`src/logic/vid_pkg.sv`:
```
package vid_pkg;

    // Palette index is a 4-bit palette followed by a 4-bit pixel nibble
    localparam int PAL_IDX_W = 8;

    // Graphics ROM word address, tile code then row in tile
    localparam int GFX_ADDR_W = 12;

    // Register select, taken from cpu_addr[1]
    typedef enum logic {
        REG_VSCROLL = 1'b0,  // Vertical scroll in bits 7:0
        REG_CTRL    = 1'b1   // Bit 0 enables the tile layer
    } mmr_reg_e;

    // Tile layer fetch sequence
    typedef enum logic [1:0] {
        FETCH_IDLE = 2'd0,
        FETCH_MAP  = 2'd1,  // Map RAM read
        FETCH_GFX  = 2'd2,  // ROM request goes out
        FETCH_WAIT = 2'd3   // Hold request until gfx_ok
    } fetch_state_e;

endpackage
```
`src/logic/vid_mmr.sv`:
```
`timescale 1ns/10ps

module vid_mmr (
    input  logic        clk,
    input  logic        rst_n,
    input  logic        mmr_cs,
    input  logic [10:0] cpu_addr,
    input  logic [15:0] cpu_dout,
    input  logic [ 1:0] dsn,
    output logic [15:0] mmr_dout,
    output logic [ 7:0] vscroll,
    output logic        layer_en
);

    logic [15:0]       regs [0:1];
    vid_pkg::mmr_reg_e sel;

    assign sel = vid_pkg::mmr_reg_e'(cpu_addr[1]);

    // Byte lanes are active low
    always_ff @(posedge clk or negedge rst_n) begin
        if (!rst_n) begin
            regs[0] <= '0;
            regs[1] <= '0;
        end else if (mmr_cs) begin
            if (!dsn[1]) begin
                regs[sel][15:8] <= cpu_dout[15:8];
            end
            if (!dsn[0]) begin
                regs[sel][7:0] <= cpu_dout[7:0];
            end
        end
    end

    assign mmr_dout = regs[sel];  // Full word readback

    assign vscroll  = regs[vid_pkg::REG_VSCROLL][7:0];
    assign layer_en = regs[vid_pkg::REG_CTRL][0];

endmodule

```
`config.mk`:
```
export PLATFORM = sky130hd
export DESIGN_NAME = vid_mmr
export DESIGN_NICKNAME = d
export VERILOG_FILES = /design/src/logic/vid_pkg.sv /design/src/logic/vid_mmr.sv
export SDC_FILE = /design/constraint.sdc
export NUM_CORES = 1
export LEC_CHECK = 0
export ABC_AREA = 1
export BUFFER_PORTS_ARGS = -buffer_cell sky130_fd_sc_hd__buf_2
export CAP_MARGIN = 10
export CORE_ASPECT_RATIO = 0.7
export CORE_MARGIN = 3
export CORE_UTILIZATION = 45
export CTS_CLUSTER_SIZE = 12
export DETAILED_ROUTE_END_ITERATION = 8
export PLACE_DENSITY = 0.84
export SETUP_SLACK_MARGIN = 0.05
export SYNTH_ARGS = -nofsm -noshare
export SYNTH_HDL_FRONTEND = slang
export SYNTH_SLANG_ARGS = --single-unit
```
`constraint.sdc`:
```
create_clock -name clk -period 0.8 [get_ports clk]
set_input_delay 0.12 -clock clk [delete_from_list [all_inputs] [get_ports clk]]
set_output_delay 0.12 -clock clk [all_outputs]
set_load 0.01 [all_outputs]
```
==> results of run 1 <==
==> report_power, final <==
part	total, mW	internal, mW	switching, mW
registers	2.04	1.88	0.163
clock network	1.36	0.766	0.598
logic	1.31	0.646	0.669
==> state kept, by name (all words and copies together) (netlist names) <==
signal    cells
regs         23
vscroll       8
layer_en      1
==> final timing paths <==
check,start,to,slack (ns),depth (start not counted)
max reg2reg,regs[6],regs[6],-0.03,4
max,regs[29],mmr_dout[13],-0.29,3
min,cpu_dout[0],vscroll[0],0.08,3
min reg2reg,regs[8],regs[8],0.48,2
min in group asynchronous,rst_n,vscroll[3],0.31,3
max in group asynchronous,rst_n,vscroll[1],0.31,3
==> per-stage QoR <==
| step | cells | cell area, um2 |
|---|---|---|
| floorplan | 203 | 1680 |
| global placement | 293 | 1976 |
| detailed placement | 293 | 1976 |
| CTS | 309 | 2151 |
| global route | 318 | 2255 |
| finish | 318 | 2255 |
==> cells in the mapped netlist <==
master     n
buf_4     10
buf_6      9
dfrtp_1   32
inv_2      2
inv_6      1
nand2_1  112
nand2_4    1
nand3_1    8
nand3_2    1
nand3_4    2
nand4_1   24
nor2_8     1
==> worst max-delay path, stage by stage, from the launching register on <==
cell,delay (ns)
dfrtp_1,0.40
nand2_1,0.08
nand2_1,0.06
buf_2,0.14
==> kinds of logic (layout without fill, tap and decap cells) <==
family / count (synthesis) / count (layout)
and+or+nand+nor: 149 / 149
DFF: 32 / 32
buffers and inverters: 22 / 90
==> area by class of cell <==
cell class,instances,area (um2)
Clock buffer,7,96.34
Fill cell,281,1106
Inverter,3,16.27
Multi-Input combinational cell,149,706.9
Sequential cell,32,800.8
Tap cell,47,58.81
Timing Repair Buffer,80,575.6
==> per-layer routing <==
metal	vias to the layer above	part of all wire (%)
met5	-	0
met4	0	1.1
met3	8	7.9
met2	54	45
met1	760	46
li1	791	-
==> timing repair <==
action                                  in CTS  in global routing
resized for setup                            2                 12
setup buffers                                8                 12
cloned                                       0                  0
pin swaps                                   13                 12
endpoints found under the hold margin       32                  0
endpoints found under the setup margin      25                 30
hold buffers                                 1                  0
==> reports/qor.txt, run 1 <==
Global-route wire length before repair: 6.934 mm
Diode count: 0
Die Wd: 79.04 um
CP required: 0.68 ns
Clock input transition at the sequential cells of the worst setup and hold paths: 0.07 ns
CTS tree: built
Largest net degree at the start of global routing: 33
Final Cycle Share: 136.5%
Fin worst setup slack: -0.2917 ns
Adder-Cell Fraction of Synth Area: 0%
Cells after synthesis: 203
Failing checks: negative setup slack
Drc violations: 0
Core Region: 3361 um2
Largest family of logic cells by synthesized area: simple AND/OR/NAND/NOR gates
Root buf cell: clkbuf_8
Drt wl/cell: 13.35 um
Routed Antenna Nets: 0
DP Worst Slack: -0.1410 ns
Endpoints failing hold: 0
Die area: 4515 um2
Commonest non-fill, non-tap cells in the layout: 104 x nand2_1, 45 x buf_2, 32 x dfrtp_1, 24 x nand4_1, 23 x buf_4
Share of cells above drive strength 1: 37.64%
CP Class: reg -> out
Syn Nets: 235
Power Density: 2093 nW/um2
Post-synth top area share: 47.65%
#FFs+latches synth: 32
Least-Margin Pin Slew: 0.2515 ns
Worst-Skew Late Latency: 0.29 ns
CTS Sinks: 32
Final Util: 67.09%
Worst hold-check path type: in -> reg
Gpl congestion: 0.7916
Vias per inst: 5.072
Hold Slack: 0.07614 ns
Synth unique cells: 12
# rows: 17
Crit path max fanout: 2
TNS Setup: -5.395 ns
# nets final: 303
Clock Tree Buf Depth: 2
Most used routing layer: met2
Startpoint Class: flip-flop
Max VDD drop: 1213 uV
Setup violators final: 26
Clock Skews: 0 ns
Power, Total: 4.719 mW
Normalized max-slew margin: 83.21%
Final max-slew violation count: 0
Crit path DAT: 0.97 ns
CTS HTree Levels: 2
CTS buffer count: 5
Routed wire length: 4.244 mm
Detail Placement HPWL: 2.772 mm
Synth area leader: dfrtp_1
Sequential fraction of the synthesis area: 47.65%
Area of the mapped netlist: 1680 um2
I/O pin count: 57
Fmax: 916.0 MHz
Synthesis warning total: 0
Met1 GRT Util: 26.89%
Port-buffer cells: 46
Synth-to-Final Area Change: 34.18%
Status: finished with violations
Avg Inst Size Synth: 8.278 um2
Number of max-cap violations: 0
M2 GR Usage: 29.14%
Synth Area in XOR/XNOR: 0%
Worst Setup End Kind: output port
Drt initial violations: 162
Number of global-route vias before repair: 1,507
Min cycle time layout: 1.092 ns
Drt first pass iters: 4
Met3 GRT Util: 5.678%
Multiplexer share of the synthesized area: 0%
RSZ-0062 raised after global routing: yes
Vias: 1,613
GRT overflow: 0
Ranking of synthesized cells by area: dfrtp_1 48%, nand2_1 25%, nand4_1 8.9%
Commonest non-fill, non-tap cell in the layout: nand2_1
Gr usage total: 19.70%
Antenna violations before repair: 0
Simple-Gate Fraction of Synth Area: 40.88%
Initial core utilization: 50.00%
Complex-gate fraction of the synthesized area: 0%
Leak Pwr: 1.287 nW
Die Y: 57.13 um
No activity file was read; power rests on OpenSTA's default activity.
==> run 2, diff against run 1 <==
--- a/config.mk
+++ b/config.mk
@@ -14,7 +14,7 @@
 export CTS_CLUSTER_SIZE = 12
 export DETAILED_ROUTE_END_ITERATION = 8
 export PLACE_DENSITY = 0.84
-export SETUP_SLACK_MARGIN = 0.05
+export SETUP_SLACK_MARGIN = 0.3
 export SYNTH_ARGS = -nofsm -noshare
 export SYNTH_HDL_FRONTEND = slang
 export SYNTH_SLANG_ARGS = --single-unit
==> constraint.sdc (replaced) <==
create_clock -name clk -period 0.8 [get_ports clk]
set_input_delay 0.12 -clock clk [delete_from_list [all_inputs] [get_ports clk]]
set_output_delay 0.12 -clock clk [all_outputs]
set_load 0.005 [all_outputs]
==> run 2 against run 1 <==
Routed wire length shrank 0.75%. Combinational power hardly changed. Power fell by 2.2%. Register-to-register slack about the same. Utilization is 3.2 points higher. Global-route usage rose by 0.094 points. Largest power group unchanged. The flow finishes with violations (negative hold slack, negative setup slack). Critical path depth unchanged. Cell area rose by 4.7%. Clock power decreased by 6%. Sequential power hardly changed. Sequential share of layout area shrank 1.6 points.
==> reports/qor.txt, run 2 (synthesis gave the netlist of run 1 again) <==
Status: finished with violations (unchanged)
Failing checks: negative hold slack, negative setup slack (was negative setup slack)
Routed wire length: 4.212 mm (was 4.244 mm)
Diode count: 0 (unchanged)
# nets final: 308 (was 303)
Die Wd: 79.04 um (unchanged)
Die Y: 57.13 um (unchanged)
Normalized max-slew margin: 85.13% (was 83.21%)
Vias: 1,609 (was 1,613)
Hold Slack: -0.2193 ns (was 0.07614 ns)
Number of global-route vias before repair: 1,549 (was 1,507)
Fillers: 296 (was 281)
Final Cycle Share: 132.2% (was 136.5%)
Endpoints failing hold: 32 (was 0)
Least-Margin Pin Slew: 0.2230 ns (was 0.2515 ns)
Drt first pass iters: 4 (unchanged)
Initial core utilization: 50.00% (unchanged)
Power Density: 1955 nW/um2 (was 2093 nW/um2)
Die area: 4515 um2 (unchanged)
CTS buffer count: 5 (unchanged)
Max VDD drop: 1084 uV (was 1213 uV)
Clock Tree Buf Depth: 2 (unchanged)
Clock input transition at the sequential cells of the worst setup and hold paths: 0.07 ns (about the same)
Fmax: 945.4 MHz (was 916.0 MHz)
Clock Skews: 0 ns (unchanged)
Fin worst setup slack: -0.2577 ns (was -0.2917 ns)
Startpoint Class: flip-flop (unchanged)
Routed Antenna Nets: 0 (unchanged)
CTS Sinks: 32 (unchanged)
Leak Pwr: 1.315 nW (was 1.287 nW)
Min cycle time layout: 1.058 ns (was 1.092 ns)
Core Region: 3361 um2 (unchanged)
Largest net degree at the start of global routing: 33 (unchanged)
Final max-slew violation count: 0 (unchanged)
Final Util: 70.25% (was 67.09%)
M2 GR Usage: 30.70% (was 29.14%)
CP Class: reg -> out (unchanged)
Global-route wire length before repair: 6.948 mm (was 6.934 mm)
Number of max-cap violations: 0 (unchanged)
Port-buffer cells: 46 (unchanged)
Commonest non-fill, non-tap cell in the layout: nand2_1 (unchanged)
GRT overflow: 0 (unchanged)
Drc violations: 0 (unchanged)
Root buf cell: clkbuf_8 (unchanged)
Gpl congestion: 0.8314 (was 0.7916)
Met3 GRT Util: 4.101% (was 5.678%)
Crit path max fanout: 2 (unchanged)
Drt initial violations: 96 (was 162)
DP Worst Slack: -0.1584 ns (was -0.1410 ns)
CTS HTree Levels: 2 (unchanged)
Drt wl/cell: 13.00 um (was 13.35 um)
Worst Setup End Kind: output port (unchanged)
Commonest non-fill, non-tap cells in the layout: 94 x nand2_1, 44 x buf_2, 32 x dfrtp_1, 24 x nand4_1, 21 x buf_4 (was 104 x nand2_1, 45 x buf_2, 32 x dfrtp_1, 24 x nand4_1, 23 x buf_4)
Top reg by flops: regs (unchanged)
Max FFs per register: 23 (unchanged)
Crit path DAT: 0.94 ns (was 0.97 ns)
Gr usage total: 19.79% (was 19.70%)
Synth-to-Final Area Change: 40.51% (was 34.18%)
FF-to-FF path depth: 4 (unchanged)
Worst hold-check path type: in -> async (was in -> reg)
CP required: 0.68 ns (about the same)
Met1 GRT Util: 26.90% (was 26.89%)
RSZ-0062 raised after global routing: yes (unchanged)
Setup violators final: 27 (was 26)
Vias per inst: 4.966 (was 5.072)
I/O pin count: 57 (unchanged)
Worst-Skew Late Latency: 0.28 ns (was 0.29 ns)
CTS tree: built (unchanged)
Detail Placement HPWL: 2.674 mm (was 2.772 mm)
Share of cells above drive strength 1: 42.24% (was 37.64%)
Most used routing layer: met2 (unchanged)
# rows: 17 (unchanged)
Antenna violations before repair: 0 (unchanged)
run 2: cell count changes in the layout (fill, tap and decap cells not counted), sizes merged:
cell	previous run	this run
dlygate4sd3	1	0
buf	79	84
clkbuf	7	9
run 2: final timing paths:
check,start,endpoint,slack [ns]
min in group clk,cpu_dout[0],vscroll[0],0.07
min,rst_n,regs[11],-0.22
min reg2reg,regs[13],regs[13],0.47
max,regs[10],mmr_dout[10],-0.26
max reg2reg,layer_en,layer_en,-0.02
max in group asynchronous,rst_n,regs[25],0.84
run 2: metal layers:
metal  vias to the layer above  routed length [um]
met3                         5                 284
met4                         0                  57
met1                       747                1955
met2                        58                1914
met5                         -                   0
li1                        799                   -
run 2: power breakdown:
part | switching (mW) | internal [mW]
Clock | 0.579 | 0.701
Sequential | 0.172 | 1.88
Combinational | 0.592 | 0.694
Total | 1.34 | 3.27
run 2: cell type report:
cell class / instances / area (um2) / share of cell area, %
flip-flops and latches: 32 / 800.8 / 33.92
clock buffers: 8 / 90.09 / 3.816
multi-input cells: 149 / 748.2 / 31.69
repair buffers: 85 / 646.9 / 27.40
well taps: 47 / 58.81 / 2.491
inverters: 3 / 16.27 / 0.6889
run 2: critical path: stages, from the launching register on:
cell and delay (ns):
dfrtp_1 0.40, nand2_1 0.07, nand2_1 0.06, buf_2 0.12
run 2: metrics by stage:
step           total power [mW]  std cells  TNS, ns  instance area, um2
6_report                  4.615        324   -4.767                2361
5_1_grt                   4.890        324   -6.106                2361
4_1_cts                   4.448        319   -4.799                2230
3_5_place_dp              2.968        292   -3.494                1931
3_3_place_gp              2.935        292   -2.896                1931
2_1_floorplan             2.645        203        0                1705
run 2: what timing repair did:
action / in CTS / in global routing
setup endpoints to repair: 57 / 57
buffers inserted: 19 / 5
gates resized for setup: 13 / 28
endpoints found under the hold margin: 32 / 32
pin swaps: 19 / 17
