===== src/logic/vid_timer.sv =====
`timescale 1ns/10ps

module vid_timer #(
    parameter int H_ACTIVE = 64,
    parameter int H_TOTAL  = 96,
    parameter int V_ACTIVE = 32,
    parameter int V_TOTAL  = 40,
    parameter int HS_START = 72,
    parameter int VS_START = 34
) (
    input  logic       clk,
    input  logic       rst_n,
    input  logic       pxl_cen,
    output logic [8:0] hdump,
    output logic [8:0] vdump,
    output logic       pre_lhbl,
    output logic       pre_lvbl,
    output logic       hs,
    output logic       vs,
    output logic       vint
);

    logic       h_wrap;
    logic [8:0] h_nxt;
    logic [8:0] v_nxt;

    always_comb begin
        h_wrap = hdump == 9'(H_TOTAL - 1);
        h_nxt  = h_wrap ? 9'd0 : hdump + 9'd1;
        v_nxt  = vdump;
        if (h_wrap) begin
            v_nxt = (vdump == 9'(V_TOTAL - 1)) ? 9'd0 : vdump + 9'd1;
        end
    end

    // Levels are decoded from the next count, so they line up with hdump/vdump
    always_ff @(posedge clk or negedge rst_n) begin
        if (!rst_n) begin
            hdump    <= 9'(H_TOTAL - 1);  // Last pixel of the frame
            vdump    <= 9'(V_TOTAL - 1);
            pre_lhbl <= 1'b0;
            pre_lvbl <= 1'b0;
            hs       <= 1'b0;
            vs       <= 1'b0;
            vint     <= 1'b0;
        end else begin
            // Single clk pulse as the first blank line starts
            vint <= pxl_cen && h_wrap && v_nxt == 9'(V_ACTIVE);
            if (pxl_cen) begin
                hdump    <= h_nxt;
                vdump    <= v_nxt;
                pre_lhbl <= h_nxt < 9'(H_ACTIVE);
                pre_lvbl <= v_nxt < 9'(V_ACTIVE);
                hs       <= h_nxt >= 9'(HS_START) && h_nxt <= 9'(HS_START + 7);
                vs       <= v_nxt >= 9'(VS_START) && v_nxt <= 9'(VS_START + 1);
            end
        end
    end

endmodule


===== config.mk =====
export PLATFORM = sky130hd
export DESIGN_NAME = vid_timer
export DESIGN_NICKNAME = d
export VERILOG_FILES = /design/src/logic/vid_timer.sv
export SDC_FILE = /design/constraint.sdc
export NUM_CORES = 1
export LEC_CHECK = 0
export ABC_AREA = 0
export BUFFER_PORTS_ARGS = -buffer_cell sky130_fd_sc_hd__buf_2
export CAP_MARGIN = 0
export CORE_ASPECT_RATIO = 0.9
export CORE_MARGIN = 1.5
export CORE_UTILIZATION = 45
export CTS_BUF_LIST = sky130_fd_sc_hd__clkbuf_4
export DETAILED_ROUTE_END_ITERATION = 10
export PLACE_DENSITY = 0.63
export SYNTH_ARGS = -nofsm -noshare
export SYNTH_HDL_FRONTEND = slang
export SYNTH_SLANG_ARGS = --single-unit

===== constraint.sdc =====
create_clock -name clk -period 4 [get_ports clk]
set_input_delay 0.6 -clock clk [delete_from_list [all_inputs] [get_ports clk]]
set_output_delay 0.6 -clock clk [all_outputs]
set_load 0.03 [all_outputs]

==> results of run 1 <==
## cell usage in the layout, fill, tap and decap left out, drive strengths merged, types with 2 or more instances in the layout
cell / n
o2bb2ai: 2
nand2: 20
dfrtp: 13
nand4: 4
dfstp: 10
or4b: 2
inv: 3
ha: 2
buf: 25
mux2: 3
xnor2: 7
a31o: 2
clkbuf: 4
nor3b: 2
nand3: 10
o41ai: 2
xor2: 5
nor4: 4
a21oi: 4
mux2i: 4
o21ai: 11
nor3: 4
nor2: 9
## layout make-up
class	instances	area, µm²
multi-input cells	111	744
well taps	40	50.0
inverters	4	15.0
flip-flops and latches	23	588
repair buffers	25	125
clock buffers	4	30.0
fillers	276	1280
## worst reg2reg max path: cells and delay by family (launching register included)
kind	cells	cell delay, ps
and+or+nand+nor	4	1690
DFF	1	590
adders and majority gates	1	230
xor gates and xnor gates	1	220
## registers in the layout, indices dropped and copies added (netlist names)
register and cells:
vint 1, vdump 9, hdump 9, hs 1, vs 1, pre_lhbl 1
pre_lvbl 1
## kinds of logic after synthesis
kind of cell / count (synthesis) / synth area share
multiplexers: 7 / 0.0530
buffers and inverters: 12 / 0.0440
XOR/XNOR: 12 / 0.0754
flip-flops: 23 / 0.422
AND/OR/NAND/NOR: 61 / 0.244
adder cells (fa/ha/maj): 2 / 0.0180
AO/OA/AOI/OAI: 29 / 0.144
## worst paths after layout
| path | start | end | depth (start not counted) |
|---|---|---|---|
| min in group clk | vs | vs | 2 |
| min | rst_n | vs | 1 |
| min reg2reg | vs | vs | 2 |
| max reg2reg | hdump[0] | vint | 6 |
| max in group asynchronous | rst_n | hdump[3] | 1 |
| max | hdump[0] | vint | 6 |
## power by group
part / leakage [nW] / switching [mW] / internal, mW
sequential: 0.278 / 0.0573 / 0.293
combinational: 0.376 / 0.166 / 0.0918
clock: 0.0184 / 0.0635 / 0.0457
## stage by stage
stage	setup slack [ps]	hold WS (ps)
after floorplan	1530	304
after global placement	1350	471
after detailed placement	1210	473
after CTS	1170	253
after global routing	979	262
final	1160	250
## per-layer routing
layer,up-vias,GRT usage,share of wire
li1,574,-,-
met5,-,0,0
met4,0,0.0304,0.0044
met3,2,0.0512,0.052
met1,569,0.311,0.52
met2,36,0.265,0.43
==> impl_metrics.py, run 1 <==
metrics = {
    "grt": {
        "grt_pass1_vias": 1071,
        "grt-ovfl-total": 0,
        "grt_max_degree": 24,
        "antenna_found_initial": 0,
        "grt_pass1_wl_um": 5130,
        "grt_usage": 0.194,
    },
    "flow_run": {
        "max_cap_violations": 0,
    },
    "timing": {
        "drv_slew": 0,
        "slew-limit-headroom": 0.505,
        "rsz0062_at_grt": "false",
        "fin_crit_ps": 2840,
        "setup_viol": 0,
        "hold_viol": 0,
        "max_freq_mhz": 352,
        "finalCritPeriodShare": 0.710,
        "finalSetupTns_ps": 0,
        "skew_ps": 2.96,
        "tightest_slew_ps": 735,
    },
    "cts": {
        "h-tree-depth": 1,
        "cts-hold-fix-buffers": 0,
        "cts_tree": "done",
        "clock_path_buffers": 2,
        "cts_setup_buffers": 0,
        "insertion_delay_ps": 300,
        "cts.sinks": 23,
        "cts-root-buf": "clkbuf_4",
        "cts_resized": 0,
        "clk_pin_slew_ps": 110,
        "numCtsBuffers": 3,
    },
    "cells_and_area": {
        "post-route-util": 0.547,
        "antenna_cells": 0,
        "area_growth_pct": 11.4,
        "final_nets": 173,
        "final_area_um2": 1550,
        "final_cells": 207,
        "drive_gt1_frac": 0.299,
    },
    "detailed_routing": {
        "ant_nets": 0,
        "vias": 1181,
        "via_per_inst": 5.71,
        "drtIter0Drc": 58,
        "post_drt_wl_per_cell_um": 14.4,
        "wl_um": 2980,
        "firstDrtPassIters": 4,
        "drc": 0,
    },
    "yosys": {
        "synth_edf_count": 0,
        "synth-seq-area-share": 0.422,
        "yosysUniqueCellTypes": 46,
        "synthArstFlopShare": 1.00,
        "synth_area_per_cell_um2": 9.55,
        "synth_ff_type": "dfrtp_1",
        "ys_ff_latch": 23,
        "synthTopCellsByCount": "nand2_1, dfrtp_1, o21ai_0",
        "syn-cell-area_um2": 1390,
        "synth.most_common_cell": "nand2_1",
        "synth.area.top_cells": "dfrtp_1, dfstp_2, nand2_1, xnor2_1, o21ai_0",
        "synthCells": 146,
        "synth_warnings": 0,
        "synth_top_area_frac": 0.233,
        "synth_top_cell_by_area": "dfrtp_1",
        "synth_nets": 151,
    },
    "placement": {
        "gp_congestion": 0.888,
        "dp_hpwl_um": 2180,
        "post_dp_cell_area_um2": 1520,
        "placedCellCount": 203,
        "io_buffers": 25,
    },
    "floorplan": {
        "die_y_um": 55.8,
        "coreArea_um2": 2840,
        "placementRows": 18,
        "dieArea_um2": 3440,
        "die_w_um": 61.7,
        "start_util": 0.491,
        "io-pin-count": 26,
    },
    "worst_setup_path": {
        "cp.arrival_ps": 3030,
        "regToRegSetupSlack_ps": 1160,
        "worst-path-buf-inv": 0,
        "critPathLaunchType": "flop",
        "cpPeakStageDelay_ps": 750,
        "path_cells": "ha_1 -> nand4_1 -> nor4_2 -> xnor2_1 -> nand3_1 -> nor4bb_1",
        "cp_max_fo": 12,
        "cp_slowest_cell": "nor4_2",
        "critPathTopFamily": "simple AND/OR/NAND/NOR gates",
        "path_class": "flop to flop",
        "crit_required_ps": 4190,
        "end_kind": "flop",
    },
    "worst_hold_path": {
        "hp-class": "input pin to asynchronous set/reset pin",
    },
    "run_status": {
        "outcome": "finished clean",
    },
    "power": {
        "power.density_nw_per_um2": 462,
        "p_leak_nw": 0.672,
        "total_power_mw": 0.718,
        "irDropWorstVdd_mv": 0.265,
    },
}
(Power assumes the default switching activity.)
==> run 2: changes to the inputs <==
- ABC_AREA: 0 -> 1
- PLACE_DENSITY: 0.63 -> 0.62
- clock period: 4 -> 2.82 ns (I/O delays scaled with it)
==> impl_metrics.py, run 2 <==
metrics = {
    "run_status": {
        "outcome": "finished clean",
    },
    "grt": {
        "grt_max_degree": 25,
        "grt_pass1_vias": 1117,
        "antenna_found_initial": 0,
        "grt_pass1_wl_um": 5460,
        "grt-ovfl-total": 0,
        "grt_usage": 0.195,
    },
    "floorplan": {
        "io-pin-count": 26,
        "die_y_um": 57.3,
        "die_w_um": 63.3,
        "dieArea_um2": 3630,
        "placementRows": 19,
        "start_util": 0.477,
        "coreArea_um2": 3090,
    },
    "cts": {
        "cts-root-buf": "clkbuf_4",
        "clk_pin_slew_ps": 130,
        "cts_resized": 0,
        "cts_tree": "done",
        "cts.sinks": 23,
        "numCtsBuffers": 3,
        "insertion_delay_ps": 330,
        "clock_path_buffers": 2,
        "cts-hold-fix-buffers": 0,
        "cts_setup_buffers": 0,
        "h-tree-depth": 1,
    },
    "worst_setup_path": {
        "reg2reg_from": "hdump[0]",
        "end_kind": "flop",
        "cp.arrival_ps": 2140,
        "cp_slowest_cell": "dfstp_2",
        "cpPeakStageDelay_ps": 590,
        "crit_top_cell": "nand2_1",
        "path_class": "flop to flop",
        "reg2regPathDepth": 11,
        "regToRegSetupSlack_ps": 950,
        "critPathLaunchType": "flop",
        "crit_required_ps": 3100,
        "cp_max_fo": 11,
        "path_cells": "ha_1 -> nand2_2 -> nor2_4 -> nand2_2 -> nand2_1 -> nand2_1 -> inv_1 -> nand2_1 -> nor2_1 -> nand4_1 -> nand2_1",
        "r2r-end": "vs",
    },
    "cells_and_area": {
        "final_common_cell": "nand2_1",
        "post-route-util": 0.536,
        "final_area_um2": 1660,
        "final_cell_mix": "nand2_1, buf_2, nor2_1, inv_1",
        "nFillCells": 306,
        "final_cells": 274,
        "antenna_cells": 0,
        "drive_gt1_frac": 0.267,
        "area_growth_pct": 12.3,
        "largestRegisters": "hdump x9, vdump x9",
        "final_nets": 238,
    },
    "power": {
        "total_power_mw": 1.59,
        "irDropWorstVdd_mv": 0.501,
        "p_int_mw": 0.786,
        "switching_share": 0.506,
        "p_leak_nw": 0.867,
        "p_sw_mw": 0.806,
        "clkPwrFrac": 0.109,
        "power.density_nw_per_um2": 962,
        "combPwrFrac": 0.513,
        "seqPwrFrac": 0.379,
    },
    "timing": {
        "finalCritPeriodShare": 0.661,
        "fin_crit_ps": 1870,
        "rsz0062_at_grt": "false",
        "hold_viol": 0,
        "fin_ws_ps": 955,
        "drv_slew": 0,
        "skew_ps": 1.39,
        "tightest_slew_ps": 643,
        "slew-limit-headroom": 0.571,
        "whs_ps": 44.3,
        "max_freq_mhz": 536,
        "setup_viol": 0,
        "finalSetupTns_ps": 0,
    },
    "detailed_routing": {
        "via_per_inst": 4.88,
        "drtIter0Drc": 81,
        "wl_um": 3300,
        "drc": 0,
        "ant_nets": 0,
        "post_drt_wl_per_cell_um": 12.0,
        "vias": 1338,
        "firstDrtPassIters": 4,
    },
    "yosys": {
        "synth_warnings": 0,
        "yosysUniqueCellTypes": 26,
        "synth_edf_count": 0,
        "syn-cell-area_um2": 1470,
        "synth_top_cell_by_area": "dfrtp_1",
        "synth.area.top_cells": "dfrtp_1, nand2_1, dfstp_2, nor2_1, nand3_1",
        "synth_top_area_frac": 0.221,
        "synthCells": 208,
        "synth.most_common_cell": "nand2_1",
        "synth_ff_type": "dfrtp_1",
        "synth_nets": 213,
        "synthArstFlopShare": 1.00,
        "synth_area_per_cell_um2": 7.09,
        "synthTopCellsByCount": "nand2_1, nor2_1, inv_1",
        "synth-seq-area-share": 0.399,
        "ys_ff_latch": 23,
    },
    "placement": {
        "post-place-ws_ps": 974,
        "dp_hpwl_um": 2440,
        "post_dp_cell_area_um2": 1630,
        "gp_congestion": 0.827,
        "placedCellCount": 270,
        "io_buffers": 25,
    },
    "worst_hold_path": {
        "hp-class": "input pin to asynchronous set/reset pin",
    },
    "flow_run": {
        "max_cap_violations": 0,
    },
}
[run 2: cell types whose count changed in the layout (fill, tap and decap cells not counted), moves of 3 or more]
cell / previous run / this run
o21ai_0: 11 / 14
nand2_1: 20 / 71
inv_1: 3 / 18
o21ai_1: 0 / 3
nand4_1: 4 / 1
nand2_2: 0 / 11
mux2_2: 3 / 0
nor2_1: 8 / 20
xnor2_1: 7 / 0
mux2i_1: 4 / 0
nand3_1: 10 / 14
inv_2: 0 / 3
[run 2: kinds of logic (layout without fill, tap and decap cells)]
kind of cell / after synthesis / after routing / synth area share
buffers and inverters: 26 / 50 / 0.0713
AOI/OAI and AO/OA: 26 / 26 / 0.0976
and+or+nand+nor: 128 / 128 / 0.397
xor gates and xnor gates: 3 / 3 / 0.0178
adders and majority gates: 2 / 2 / 0.0170
DFF: 23 / 23 / 0.399
[run 2: how the worst max path moves through the flow]
stage / start / end / slack [ps] / cells past startpoint
after floorplan: hdump[0] / vs / 1070 / 11
after global placement: hdump[0] / vs / 980 / 11
after detailed placement: hdump[0] / vs / 970 / 11
after CTS: hdump[0] / vs / 950 / 11
after global routing: hdump[0] / vs / 790 / 11
final: hdump[0] / vs / 950 / 11
[run 2: routing by layer]
metal,up-vias,wire length [µm],GRT usage
met3,4,196,0.0454
li1,705,-,-
met4,0,53,0.0559
met1,595,1680,0.288
met5,-,0,0
met2,34,1370,0.286
[run 2: final cells by class]
cell class                 instances  area [µm²]  area share
timing repair buffer              25         125      0.0756
clock buffer                       4        30.0      0.0181
inverter                          21        78.8      0.0476
tap                               42        52.6      0.0317
multi-input combinational        159         781       0.472
sequential                        23         588       0.355
[run 2: critical path, delay by kind of cell (launching register included)]
| kind | cells | cell delay [ps] |
|---|---|---|
| adders and majority gates | 1 | 190 |
| buffers and inverters | 1 | 70 |
| and+or+nand+nor | 9 | 950 |
| DFF | 1 | 590 |
[run 2: power by group through the flow]
stage,logic (mW),clock network [mW],registers [mW]
after global placement,0.815,0,0.602
after global routing,0.901,0.194,0.620
after CTS,0.823,0.179,0.602
final,0.816,0.173,0.603
after detailed placement,0.820,0,0.608
after floorplan,0.422,0,0.800
==> run 3: changes to the inputs <==
- PLACE_DENSITY: 0.62 -> 0.65
- clock period: 2.82 -> 1.51 ns (I/O delays scaled with it)
==> impl_metrics.py, run 3 (synthesis results as in run 2) <==
metrics = {
    "grt": {
        "grt_pass1_wl_um": 6770,
        "grt_pass1_vias": 1518,
        "antenna_found_initial": 0,
        "grt_max_degree": 24,
        "grt-ovfl-total": 0,
        "grt_usage": 0.234,
    },
    "timing": {
        "fin_crit_ps": 1710,
        "rsz0062_at_grt": "true",
        "skew_ps": 1.80,
        "max_freq_mhz": 586,
        "drv_slew": 0,
        "fin_ws_ps": -196,
        "setup_viol": 17,
        "finalCritPeriodShare": 1.13,
        "slew-limit-headroom": 0.651,
        "hold_viol": 0,
        "tightest_slew_ps": 524,
    },
    "detailed_routing": {
        "post_drt_wl_per_cell_um": 13.4,
        "drtIter0Drc": 102,
        "firstDrtPassIters": 4,
        "vias": 1629,
        "wl_um": 4370,
        "via_per_inst": 4.98,
        "drc": 0,
        "ant_nets": 0,
    },
    "placement": {
        "io_buffers": 25,
        "placedCellCount": 307,
        "post-place-ws_ps": -189,
        "dp_hpwl_um": 2730,
        "gp_congestion": 0.865,
    },
    "cts": {
        "h-tree-depth": 1,
        "clock_path_buffers": 2,
        "insertion_delay_ps": 320,
        "cts.sinks": 23,
        "clk_pin_slew_ps": 130,
        "numCtsBuffers": 3,
        "cts-root-buf": "clkbuf_4",
        "cts_tree": "done",
    },
    "floorplan": {
        "coreArea_um2": 3090,
        "dieArea_um2": 3630,
        "start_util": 0.477,
        "placementRows": 19,
        "die_y_um": 57.3,
        "die_w_um": 63.3,
        "io-pin-count": 26,
    },
    "power": {
        "irDropWorstVdd_mv": 1.06,
        "p_leak_nw": 1.25,
        "total_power_mw": 3.97,
        "power.density_nw_per_um2": 1670,
    },
    "cells_and_area": {
        "nFillCells": 214,
        "antenna_cells": 0,
        "final_nets": 291,
        "final_cells": 327,
        "final_common_cell": "nand2_1",
        "drive_gt1_frac": 0.533,
        "area_growth_pct": 61.9,
        "largestRegisters": "hdump x9, vdump x9",
        "final_cell_mix": "nand2_1, buf_4, buf_6, buf_2",
    },
    "worst_setup_path": {
        "path_cells": "ha_4 -> nand2_4 -> nor2_4 -> nand2_4 -> buf_12 -> buf_6 -> nand3b_1 -> nor3_2 -> nand2_1 -> o21ai_1",
        "path_class": "flop to flop",
        "critPathLaunchType": "flop",
        "cp_slowest_cell": "dfstp_2",
        "cpPeakStageDelay_ps": 590,
        "crit_required_ps": 1730,
        "end_kind": "flop",
        "crit_top_cell": "nand2_4",
        "cp.arrival_ps": 1930,
        "cp_max_fo": 7,
    },
    "worst_hold_path": {
        "hp-class": "input pin to flop",
    },
    "flow_run": {
        "max_cap_violations": 0,
    },
    "run_status": {
        "violations": "setup timing",
        "outcome": "complete, but fails checks",
    },
}
run 3: cell count changes in the layout (fill, tap and decap cells not counted), moves of 6 or more:
cell,change
o21ai_1,+7
nor2_1,-6
buf_4,+36
nand2_4,+10
buf_6,+20
o21ai_2,+6
buf_2,-6
o21ai_0,-13
nand2_1,-15
run 3: worst max-delay path: cells and delay by family (launching register included):
| kind | cells | cell delay [ps] |
|---|---|---|
| adders and majority gates | 1 | 150 |
| DFF | 1 | 590 |
| and+or+nand+nor | 6 | 560 |
| AOI/OAI and AO/OA | 1 | 60 |
| buffers and inverters | 2 | 260 |
run 3: metrics by stage:
| stage | utilization | hold slack, ps | TNS [ps] | cell area [µm²] |
|---|---|---|---|---|
| global placement | 0.635 | 229 | -845 | 1960 |
| finish | 0.772 | 196 | -2010 | 2390 |
| detailed placement | 0.635 | 233 | -1080 | 1960 |
| floorplan | - | -69.1 | -1260 | 1510 |
| global route | 0.772 | 198 | -3700 | 2390 |
| CTS | 0.695 | 177 | -1800 | 2150 |
run 3: path summary, 6_finish.rpt:
| check | slack (ps) | cells after the start | start | end |
|---|---|---|---|---|
| min | 200 | 3 | pxl_cen | hdump[1] |
| max | -200 | 10 | hdump[0] | hs |
| max reg2reg | -200 | 10 | hdump[0] | hs |
| min in group asynchronous | 400 | 2 | rst_n | hdump[5] |
| max in group asynchronous | 750 | 2 | rst_n | vdump[5] |
| min reg2reg | 500 | 2 | pre_lvbl | pre_lvbl |
run 3: power by group:
group	total, mW	internal (mW)	switching [mW]
Clock	0.300	0.101	0.198
Sequential	1.11	0.885	0.224
Combinational	2.57	1.10	1.46
Total	3.97	2.09	1.88
run 3: final cells by class:
type,count,area [µm²],share of cell area
multi-input cells,159,996,0.417
repair buffers,78,641,0.268
flip-flops and latches,23,588,0.246
inverters,21,78.8,0.0330
well taps,42,52.6,0.0220
clock buffers,3,22.5,0.00944
clock inverters,1,7.51,0.00315
run 3: what timing repair did:
item                                    CTS  global route
resized for setup                        30            58
pin swaps                                20            27
setup buffers                             8            10
hold buffers                              1             0
hold endpoints to repair                 13             0
endpoints found under the setup margin   19            25
run 3: per-layer routing:
metal | track usage | wire length (µm) | vias to the layer above
li1 | - | - | 810
met2 | 0.383 | 2100 | 43
met3 | 0.0434 | 238 | 2
met4 | 0.0342 | 11 | 0
met1 | 0.334 | 2010 | 774
met5 | 0 | 0 | -
